==> config.mk <==
export PLATFORM = sky130hd
export DESIGN_NAME = loadAlign
export DESIGN_NICKNAME = d
export VERILOG_FILES = /design/src/rtl/memPkg.sv /design/src/rtl/mipsOpPkg.sv /design/src/rtl/loadAlign.sv
export SDC_FILE = /design/constraint.sdc
export NUM_CORES = 1
export LEC_CHECK = 0
export ABC_AREA = 1
export BUFFER_PORTS_ARGS = -buffer_cell sky130_fd_sc_hd__buf_4
export CAP_MARGIN = 20
export CORE_MARGIN = 1.5
export CORE_UTILIZATION = 41
export DETAILED_ROUTE_END_ITERATION = 16
export PLACE_DENSITY = 0.93
export RECOVER_POWER = 25
export SYNTH_ARGS = -nofsm -noshare
export SYNTH_HDL_FRONTEND = slang
export SYNTH_SLANG_ARGS = --single-unit
==> constraint.sdc <==
create_clock -name vclk -period 0.82
set_input_delay 0.041 -clock vclk [all_inputs]
set_output_delay 0.041 -clock vclk [all_outputs]
set_load 0.005 [all_outputs]
==> src/rtl/memPkg.sv <==
package memPkg;

    // byte address width
    localparam int ADDR_W = 32;

    // memory size in words unless the top level says otherwise
    localparam int DEFAULT_DEPTH = 256;

    // lanes in a word
    localparam int LANES = 4;

    // one strobe per byte lane, bit 0 is bits 7:0
    typedef logic [LANES-1:0] byteEnT;

    // low address bits naming the lane
    typedef logic [1:0] byteOffsetT;

    // one data word, seen as bytes or as halfwords
    // little endian lanes, bytes[0] is bits 7:0
    typedef union packed {
        logic [LANES-1:0][7:0] bytes;   // lane view
        logic [1:0][15:0]      halves;  // halves[1] is the upper half
    } dataWordT;

    // a full store touches every lane
    localparam byteEnT ALL_LANES = '1;

    // halfword strobes, picked by address bit 1
    localparam byteEnT LOW_HALF  = 4'b0011;
    localparam byteEnT HIGH_HALF = 4'b1100;

endpackage

==> src/rtl/mipsOpPkg.sv <==
package mipsOpPkg;

    // primary opcode, instr bits 31:26
    typedef logic [5:0] opcodeT;

    // where the fields sit in an I-type word
    localparam int OPCODE_MSB = 31;
    localparam int OPCODE_LSB = 26;
    localparam int IMM_MSB    = 15;     // immediate is bits 15:0

    // loads
    localparam opcodeT OP_LB  = 6'd32;  // 100000
    localparam opcodeT OP_LH  = 6'd33;  // 100001
    localparam opcodeT OP_LW  = 6'd35;  // 100011
    localparam opcodeT OP_LBU = 6'd36;  // 100100
    localparam opcodeT OP_LHU = 6'd37;  // 100101

    // stores
    localparam opcodeT OP_SB  = 6'd40;  // 101000
    localparam opcodeT OP_SH  = 6'd41;  // 101001
    localparam opcodeT OP_SW  = 6'd43;  // 101011

    // upper immediate, rides the load path without a memory access
    localparam opcodeT OP_LUI = 6'd15;  // 001111

    // LWL (34) and LWR (38) are not supported
    // an unknown opcode is simply dropped by the request stage

    // sign of a byte or halfword sits in its top bit
    localparam int BYTE_MSB = 7;
    localparam int HALF_MSB = 15;

endpackage
==> src/rtl/loadAlign.sv <==
module loadAlign (
    input  mipsOpPkg::opcodeT   opcode,
    input  memPkg::byteOffsetT  offset,
    input  logic [15:0]         imm,
    input  memPkg::dataWordT    readData,
    output logic [31:0]         result
);

    logic [7:0]  pickedByte;    // lane named by the offset
    logic [15:0] pickedHalf;    // half named by offset bit 1
    logic        byteSign;
    logic        halfSign;

    // lane select through the two union views
    assign pickedByte = readData.bytes[offset];
    assign pickedHalf = readData.halves[offset[1]];    // bit 0 ignored

    assign byteSign = pickedByte[mipsOpPkg::BYTE_MSB];
    assign halfSign = pickedHalf[mipsOpPkg::HALF_MSB];

    // format by opcode, picked lane always ends up in the low bits
    always_comb
    begin
        case (opcode)
            mipsOpPkg::OP_LW:
                result = readData;  // whole word, no shift
            mipsOpPkg::OP_LB:
            begin
                // 0x80 in any lane gives 0xffffff80
                result = {{24{byteSign}}, pickedByte};
            end
            mipsOpPkg::OP_LBU:
            begin
                result = {24'h000000, pickedByte};  // zero fill
            end
            mipsOpPkg::OP_LH:
            begin
                result = {{16{halfSign}}, pickedHalf};
            end
            mipsOpPkg::OP_LHU:
            begin
                result = {16'h0000, pickedHalf};
            end
            mipsOpPkg::OP_LUI:
            begin
                // immediate to the top half, low half cleared
                result = {imm, 16'h0000};
            end
            default:
                result = '0;    // stores and unknowns never reach the output
        endcase
    end

    // byte lanes in the word
    //   31:24 | 23:16 | 15:8 | 7:0
    //     3       2      1     0
    // halfwords
    //   halves[1] = 31:16, halves[0] = 15:0
    // offset comes from the request cycle
    // and readData from the following one
    // both line up in the result cycle
    // result is only meaningful while resultValid is high

endmodule

==> flow_metrics.py <==
metrics = {
    "global_route": {
        "first_global_vias": 2055,
        "overflow": 0,
        "grt_max_degree": 17,
        "grtUsageTotal": 0.333,
        "grt_pass1_wl_um": 9470,
        "antenna_found_initial": 0,
    },
    "pwr": {
        "ir_drop_mv": 0.298,
        "power.density_nw_per_um2": 359,
        "power.leakage_uw": 0.00159,
        "total_power_uw": 986,
    },
    "detailed_routing": {
        "wirelength_um": 8290,
        "ant_nets": 0,
        "viasPerCell": 6.18,
        "wl_per_cell_um": 20.3,
        "drc_errors": 0,
        "firstDrtPassIters": 5,
        "vias": 2527,
        "drt-initial-drc-count": 324,
    },
    "die": {
        "chipHeight_um": 60.6,
        "core_area_um2": 3100,
        "ios": 88,
        "die_w_um": 60.6,
        "rows": 20,
        "start_util": 0.438,
        "design.die.area_um2": 3670,
    },
    "finish": {
        "nFlopsAndLatches": 0,
        "areaGrowthSynthToFinish_pct": 102,
        "drive_gt1_frac": 0.581,
        "antenna_cells": 0,
        "seqCellArea_um2": 0,
        "fin_nets": 423,
        "nClkBuffers": 0,
        "final_cell_mix": "84 x nand2_1, 77 x buf_4, 41 x nand3_2",
        "layout_commonest_cell": "nand2_1",
        "fillCellCount": 154,
    },
    "logic_synthesis": {
        "synth_area_um2": 1360,
        "yosys_warnings": 0,
        "synth.distinct_cells": 21,
        "syn_inst": 258,
        "synthesis.nets": 314,
        "ys_seq_area_frac": 0,
        "avgSynthCellArea_um2": 5.27,
    },
    "setup_path": {
        "endpoint_kind": "output pin",
        "path_delay_family": "buffers and inverters",
        "crit_chain": "buf_6 -> nor2_4 -> buf_4 -> inv_1 -> nor2_1 -> buf_4 -> nand3_1 -> nand3_1 -> buf_4",
        "startpoint_type": "primary input",
        "critPathArrivalTime_ns": 1.12,
        "crit_slowest_cell": "buf_4",
        "crit_fanout": 7,
        "cp.required_ns": 0.78,
        "crit_top_cell": "buf_4",
        "cpPeakStageDelay_ns": 0.18,
        "path_buf_inv": 5,
        "criticalPathCategory": "primary input to output pin",
    },
    "timing": {
        "period_share": 1.42,
        "relSlewSlack": 0.826,
        "maxSlewViolCount": 0,
        "fin_crit_ns": 1.16,
        "finalHoldViolations": 0,
        "timing.final.ws_setup_ns": -0.342,
        "worst_slew_pin_slew_ns": 0.261,
        "max_freq_ghz": 0.861,
        "finalSetupViolations": 32,
        "rsz0062_at_grt": "yes",
    },
    "status": {
        "status": "complete, but fails checks",
        "violations": "negative setup slack",
    },
    "place": {
        "dp_hpwl_um": 3920,
        "pre_cts_ws_ns": -0.352,
        "port_buffers": 88,
        "gp_congestion": 0.866,
    },
    "flow_run": {
        "drv_cap": 0,
    },
    "worst_hold_path": {
        "hold_class": "primary input to output pin",
    },
}
## path summary, 6_finish.rpt
check	start	to	slack [ns]	depth (start not counted)
worst min-delay path	readData[10]	result[10]	0.38	4
worst max-delay path	opcode[0]	result[6]	-0.34	9
## where the power goes
part           leakage, uW  total, uW  switching (uW)  internal, uW
clock                    0          0               0             0
sequential               0          0               0             0
combinational      0.00159        986             512           474
total              0.00159        986             512           474
## cell type report
class / count / area [um^2] / area share
multi-input cells: 208 / 1350 / 0.493
repair buffers: 122 / 1180 / 0.431
well taps: 44 / 55.1 / 0.0201
inverters: 35 / 151 / 0.0552
## through the flow
stage	setup TNS [ns]	instances	area, um^2	utilization	hold WS, ns
2_1_floorplan	0	258	1370	-	0.192
3_3_place_gp	-9.75	401	2210	0.711	0.375
3_5_place_dp	-10.30	401	2210	0.711	0.378
4_1_cts	-6.25	406	2490	0.804	0.376
5_1_grt	-9.86	409	2740	0.884	0.394
6_report	-8.98	409	2740	0.884	0.376
## logic make-up after synthesis
| family | after synthesis | share of synthesized area |
|---|---|---|
| buf+inv | 50 | 0.186 |
| compound gates | 2 | 0.00735 |
| simple gates | 206 | 0.807 |
## repair_timing
| item | in CTS | in global routing |
|---|---|---|
| buffers inserted | 4 | 1 |
| endpoints found under the setup margin | 32 | 32 |
| pin swaps | 22 | 20 |
| gates cloned | 1 | 2 |
| resized for setup | 56 | 52 |
| hold buffers | 0 | 0 |
## metal layers
metal,up-vias,track usage,share of wire
met5,-,0,0
met4,0,0.0683,0.069
met3,73,0.0299,0.11
met2,253,0.628,0.47
met1,1139,0.407,0.35
li1,1062,-,-
## Yosys cell counts (all sizes together)
library cell / n / area [um^2]
nor2: 13 / 97.6
nand4: 17 / 121
nand2: 97 / 369
nand3: 74 / 478
o21ai: 2 / 10.0
buf: 15 / 119
or2: 5 / 31.3
inv: 35 / 134
Power figures use the tool's default switching activity.
