**config.mk**
```make
export PLATFORM = sky130hd
export DESIGN_NAME = memRequest_flat
export DESIGN_NICKNAME = d
export VERILOG_FILES = /design/src/rtl/memPkg.sv /design/src/rtl/mipsOpPkg.sv /design/src/rtl/memBus.sv /design/src/rtl/memRequest.sv /design/src/flat_wrapper.sv
export SDC_FILE = /design/constraint.sdc
export NUM_CORES = 1
export LEC_CHECK = 0
export BUFFER_PORTS_ARGS = -buffer_cell sky130_fd_sc_hd__buf_4
export CAP_MARGIN = 30
export CORE_AREA = 2 2 80 82
export CTS_BUF_LIST = sky130_fd_sc_hd__clkbuf_8
export DETAILED_ROUTE_END_ITERATION = 16
export DIE_AREA = 0 0 82 84
export PLACE_DENSITY = 0.66
export SLEW_MARGIN = 20
export SYNTH_ARGS = -nofsm -noshare
export SYNTH_HDL_FRONTEND = slang
export SYNTH_SLANG_ARGS = --single-unit
```
**constraint.sdc**
```tcl
create_clock -name clk -period 1.2 [get_ports clk]
set_input_delay 0.06 -clock clk [delete_from_list [all_inputs] [get_ports clk]]
set_output_delay 0.06 -clock clk [all_outputs]
set_load 0.1 [all_outputs]
```
**src/rtl/memPkg.sv**
```systemverilog
package memPkg;

    // byte address width
    localparam int ADDR_W = 32;

    // memory size in words unless the top level says otherwise
    localparam int DEFAULT_DEPTH = 256;

    // lanes in a word
    localparam int LANES = 4;

    // one strobe per byte lane, bit 0 is bits 7:0
    typedef logic [LANES-1:0] byteEnT;

    // low address bits naming the lane
    typedef logic [1:0] byteOffsetT;

    // one data word, seen as bytes or as halfwords
    // little endian lanes, bytes[0] is bits 7:0
    typedef union packed {
        logic [LANES-1:0][7:0] bytes;   // lane view
        logic [1:0][15:0]      halves;  // halves[1] is the upper half
    } dataWordT;

    // a full store touches every lane
    localparam byteEnT ALL_LANES = '1;

    // halfword strobes, picked by address bit 1
    localparam byteEnT LOW_HALF  = 4'b0011;
    localparam byteEnT HIGH_HALF = 4'b1100;

endpackage

```
**src/rtl/mipsOpPkg.sv**
```systemverilog
package mipsOpPkg;

    // primary opcode, instr bits 31:26
    typedef logic [5:0] opcodeT;

    // where the fields sit in an I-type word
    localparam int OPCODE_MSB = 31;
    localparam int OPCODE_LSB = 26;
    localparam int IMM_MSB    = 15;     // immediate is bits 15:0

    // loads
    localparam opcodeT OP_LB  = 6'd32;  // 100000
    localparam opcodeT OP_LH  = 6'd33;  // 100001
    localparam opcodeT OP_LW  = 6'd35;  // 100011
    localparam opcodeT OP_LBU = 6'd36;  // 100100
    localparam opcodeT OP_LHU = 6'd37;  // 100101

    // stores
    localparam opcodeT OP_SB  = 6'd40;  // 101000
    localparam opcodeT OP_SH  = 6'd41;  // 101001
    localparam opcodeT OP_SW  = 6'd43;  // 101011

    // upper immediate, rides the load path without a memory access
    localparam opcodeT OP_LUI = 6'd15;  // 001111

    // LWL (34) and LWR (38) are not supported
    // an unknown opcode is simply dropped by the request stage

    // sign of a byte or halfword sits in its top bit
    localparam int BYTE_MSB = 7;
    localparam int HALF_MSB = 15;

endpackage
```
**src/rtl/memBus.sv**
```systemverilog
interface memBus #(
    parameter int memDepth = memPkg::DEFAULT_DEPTH
);

    localparam int addrW = $clog2(memDepth);   // word index bits

    logic                 writeEn;    // one cycle, store
    logic                 readEn;     // one cycle, load
    logic [addrW-1:0]     wordAddr;   // byte address with bits 1:0 dropped
    memPkg::byteEnT       byteEn;     // lanes touched by a store
    memPkg::dataWordT     writeData;  // store data already lane shifted
    memPkg::dataWordT     readData;   // valid one edge after readEn

    // request side drives everything but the read word
    modport requester (
        output writeEn, readEn, wordAddr, byteEn, writeData,
        input  readData
    );

    // ram side
    modport memory (
        input  writeEn, readEn, wordAddr, byteEn, writeData,
        output readData
    );

endinterface

```
**src/rtl/memRequest.sv**
```systemverilog
module memRequest #(
    parameter int memDepth = memPkg::DEFAULT_DEPTH
) (
    input  logic                      clk,
    input  logic                      rst,
    input  logic                      reqValid,
    input  logic [31:0]               instrWord,
    input  logic [memPkg::ADDR_W-1:0] address,
    input  logic [31:0]               regData,
    memBus.requester                  bus,
    output mipsOpPkg::opcodeT         pendOpcode,
    output memPkg::byteOffsetT        pendOffset,
    output logic [15:0]               pendImm,
    output logic                      pendValid
);

    localparam int addrW = $clog2(memDepth);

    mipsOpPkg::opcodeT  opcode;
    memPkg::byteOffsetT offset;
    memPkg::byteEnT     byteEn;
    memPkg::dataWordT   storeWord;
    logic               isLoad;
    logic               isStore;
    logic               isLui;

    assign opcode = instrWord[mipsOpPkg::OPCODE_MSB:mipsOpPkg::OPCODE_LSB];
    assign offset = address[1:0];   // address % 4

    // decode plus store lane placement
    always_comb
    begin
        isLoad    = 1'b0;
        isStore   = 1'b0;
        isLui     = 1'b0;
        byteEn    = '0;
        storeWord = regData;    // SW takes the register as is
        case (opcode)
            mipsOpPkg::OP_LB, mipsOpPkg::OP_LBU,
            mipsOpPkg::OP_LH, mipsOpPkg::OP_LHU,
            mipsOpPkg::OP_LW:
                isLoad = 1'b1;
            mipsOpPkg::OP_LUI:
                isLui = 1'b1;   // no memory access
            mipsOpPkg::OP_SB:
            begin
                isStore = 1'b1;
                // low byte copied into every lane, strobe picks one
                for (int i = 0; i < memPkg::LANES; i++)
                    storeWord.bytes[i] = regData[7:0];
                byteEn = memPkg::byteEnT'(1) << offset;
            end
            mipsOpPkg::OP_SH:
            begin
                isStore = 1'b1;
                storeWord.halves[0] = regData[15:0];
                storeWord.halves[1] = regData[15:0];
                // bit 0 of the address plays no part
                byteEn = offset[1] ? memPkg::HIGH_HALF : memPkg::LOW_HALF;
            end
            mipsOpPkg::OP_SW:
            begin
                isStore = 1'b1;
                byteEn  = memPkg::ALL_LANES;    // bits 1:0 ignored
            end
            default: ;  // anything else is dropped
        endcase
    end

    // memory side, same cycle as the request
    assign bus.writeEn   = reqValid & isStore;
    assign bus.readEn    = reqValid & isLoad;
    assign bus.wordAddr  = address[addrW+1:2];
    assign bus.byteEn    = byteEn;
    assign bus.writeData = storeWord;

    // load context, lines up with readData on the next cycle
    always_ff @(posedge clk)
    begin
        if (reqValid)
        begin
            pendOpcode <= opcode;
            pendOffset <= offset;
            pendImm    <= instrWord[mipsOpPkg::IMM_MSB:0];
        end
    end

    // result pulse only for loads and LUI, stores stay silent
    always_ff @(posedge clk)
    begin
        if (rst)
            pendValid <= 1'b0;
        else
            pendValid <= reqValid & (isLoad | isLui);
    end

endmodule

```
**src/flat_wrapper.sv**
```systemverilog
// flat-port wrapper written by rule: the top's interface ports become plain ports
module memRequest_flat 
#(
    parameter int memDepth = memPkg::DEFAULT_DEPTH
)
  (clk, rst, reqValid, instrWord, address, regData, pendOpcode, pendOffset, pendImm, pendValid, bus_writeEn, bus_readEn, bus_wordAddr, bus_byteEn, bus_writeData, bus_readData);
  memBus #(.memDepth(memDepth)) bus_i ();
  input  logic clk;
  input  logic rst;
  input  logic reqValid;
  input  logic [31:0] instrWord;
  input  logic [memPkg::ADDR_W-1:0] address;
  input  logic [31:0] regData;
  output mipsOpPkg::opcodeT pendOpcode;
  output memPkg::byteOffsetT pendOffset;
  output logic [15:0] pendImm;
  output logic pendValid;
  output wire logic [$bits(bus_i.writeEn)-1:0] bus_writeEn;
  output wire logic [$bits(bus_i.readEn)-1:0] bus_readEn;
  output wire logic [$bits(bus_i.wordAddr)-1:0] bus_wordAddr;
  output wire logic [$bits(bus_i.byteEn)-1:0] bus_byteEn;
  output wire logic [$bits(bus_i.writeData)-1:0] bus_writeData;
  input wire logic [$bits(bus_i.readData)-1:0] bus_readData;
  assign bus_writeEn = bus_i.writeEn;
  assign bus_readEn = bus_i.readEn;
  assign bus_wordAddr = bus_i.wordAddr;
  assign bus_byteEn = bus_i.byteEn;
  assign bus_writeData = bus_i.writeData;
  assign bus_i.readData = bus_readData;
  memRequest #(.memDepth(memDepth)) u_core (.clk(clk), .rst(rst), .reqValid(reqValid), .instrWord(instrWord), .address(address), .regData(regData), .bus(bus_i), .pendOpcode(pendOpcode), .pendOffset(pendOffset), .pendImm(pendImm), .pendValid(pendValid));
endmodule
```
==> summary.txt <==
Run status
  • Status: finished with violations
  • Failing checks: setup timing

Logic synthesis
  • Cells after synthesis: 98
  • Syn Area/Cell: 14.9 sq um
  • Seq/Total Area, Yosys: 0.507
  • Synth cell types: 23
  • Post-Syn Nets: 229
  • Seq cells post-synth: 25
  • Mapped Area: 1460 sq um
  • Ys Warns: 0

Timing
  • Slew @ Worst Pin: 0.276 ns
  • RSZ-0062 raised after global routing: yes
  • Min cycle time layout: 1.37 ns
  • Fin. Hold Viols: 0
  • Hold Worst Slack: 0.0396 ns
  • Fmax: 0.727 GHz
  • Final Setup Violations: 30
  • Fin crit share: 1.15
  • Slew margin rel.: 0.816
  • Max Slew Vio Count: 0
  • PnR worst setup slack: -0.175 ns

Worst setup path
  • Worst setup path class: input pin to primary output
  • Crit Path Max Fanout: 8
  • Crit-path max cell delay: 0.35 ns
  • Setup crit end kind: primary output
  • CP startpoint kind: input pin
  • Most used cell, CP: buf_12
  • CP arrival: 1.31 ns
  • Slowest CP cell: and4bb_4
  • Required @ worst endpoint: 1.14 ns
  • Critical path cell sequence: buf_6 -> and4bb_4 -> nor2b_4 -> buf_12 -> mux2_4 -> buf_12

Run
  • Max Cap Viol: 0

GRT
  • Total grt overflow: 0
  • First-pass GRT wire length: 7.06 mm
  • Vias in the first global route: 1,446
  • Initial antenna violation count: 0
  • Total track usage: 0.129
  • Largest net degree at the start of global routing: 19

Routing
  • Routed WL: 4.68 mm
  • Vias per std cell: 4.25
  • DRC Markers: 0
  • Drt first pass iters: 2
  • Detail Route Antenna Nets: 0
  • Vias: 1,338
  • Avg WL per Cell: 14.9 um
  • Initial DRC count: 28

Clocking
  • CTS buffer count: 3
  • CTS sink cnt: 25
  • Clk root buf: clkbuf_8
  • CTS tree: built
  • CTS Buffer Depth: 2
  • Clock transition at path regs: 0.08 ns
  • H-tree depth: 1

Final layout
  • Commonest non-fill, non-tap cells in the layout: 100 x buf_4, 24 x edfxtp_1, 22 x buf_12
  • Ratio of cells with drive above 1 in the final layout: 0.786
  • Area grow syn2layout: 114%
  • Most common cell after layout, fill and taps aside: buf_4
  • Fin area: 3120 sq um
  • Final #Nets: 370
  • Ant diodes: 0
  • Fillers: 529

Floorplan
  • Die Span Y: 84 um
  • Num ports: 202
  • Die area: 6890 sq um
  • Core Rows: 29
  • Total core area: 6100 sq um
  • Die X: 82 um
  • Initial Utilization: 0.240

Power and ir drop
  • Worst VDD drop: 0.619 mV
  • Pwr Density: 1050 nW/um^2
  • Static Leak: 1.38 nW

Placed design
  • Post-DP HPWL: 3.53 mm
  • Post-placement setup slack: -0.258 ns
  • PortBufs: 121
  • Gpl congestion: 0.648
  • Post-DP Area: 2490 sq um

Min path
  • HP Class: input pin to register
==> cells in the mapped netlist, drive strengths merged <==
master   instances  area, sq um
nand2            2         10.0
edfxtp          24          721
mux2            32          409
nor3             1         5.00
buf             19          148
a211o            1         8.76
and4             1         8.76
a21oi            1         5.00
nor2b            2         20.0
nor2             2         7.51
inv              3         11.3
and4bb           1         16.3
o31ai            4         30.0
nand3            1         5.00
dfxtp            1         20.0
a2111oi          1         15.0
nand2b           2         20.0
==> cell type report <==
| cell class | count | area, sq um | area share |
|---|---|---|---|
| tap | 77 | 96.3 | 0.0309 |
| inverter | 3 | 11.3 | 0.00361 |
| clock inverter | 1 | 7.51 | 0.00241 |
| clock buffer | 3 | 41.3 | 0.0132 |
| timing repair buffer | 154 | 1530 | 0.490 |
| sequential | 25 | 741 | 0.238 |
| multi-input combinational | 52 | 692 | 0.222 |
==> kinds of logic after synthesis <==
family          after synthesis  synth area share
flops                        25             0.507
compound gates                7            0.0403
simple gates                 12            0.0634
mux                          32             0.280
buf+inv                      22             0.109
==> metal layers <==
metal  vias up  wire, um  part of all wire  track usage
li1        634         -                 -            -
met1       610      1710              0.36        0.142
met2        88      2450              0.52        0.251
met3         6       491              0.10       0.0216
met4         0        36            0.0077       0.0242
met5         -         0                 0            0
==> metrics by stage <==
stage | total power [mW] | util | setup TNS, ns | std cells
after floorplan | 2.32 | - | -2.05 | 98
after global placement | 2.60 | 0.408 | -5.35 | 288
after detailed placement | 2.60 | 0.408 | -5.53 | 288
after CTS | 3.27 | 0.501 | -3.30 | 313
after global routing | 3.38 | 0.511 | -4.26 | 315
final | 3.26 | 0.511 | -3.26 | 315
==> power by group <==
| part | switching, mW | total (mW) | internal [mW] |
|---|---|---|---|
| clock | 0.252 | 0.487 | 0.235 |
| sequential | 0.0170 | 1.05 | 1.03 |
| combinational | 1.19 | 1.73 | 0.540 |
==> timing repair <==
item / CTS / global route
resized for setup: 73 / 9
hold buffers: 18 / 0
pin swaps: 5 / 6
buffers inserted: 2 / 2
endpoints found under the hold margin: 18 / 0
gates cloned: 1 / 0
setup endpoints to repair: 30 / 30
==> path summary, 6_finish.rpt <==
path | end | depth (start not counted) | slack (ns) | from
setup / recovery | bus_writeData[27] | 6 | -0.17 | instrWord[28]
hold / removal | u_core.pendOffset[1] | 1 | 0.04 | address[1]
==> registers in the layout, summed over array words and instances, names as in the netlist <==
| register | count |
|---|---|
| u_core.pendValid | 1 |
| u_core.pendOpcode | 6 |
| u_core.pendOffset | 2 |
| u_core.pendImm | 16 |
==> worst max-delay path: cells and delay by family <==
family | cells | cell delay, ns
simple gates | 2 | 0.52
buf+inv | 3 | 0.40
mux | 1 | 0.32
Note: power is estimated with default switching activity, not from simulation.
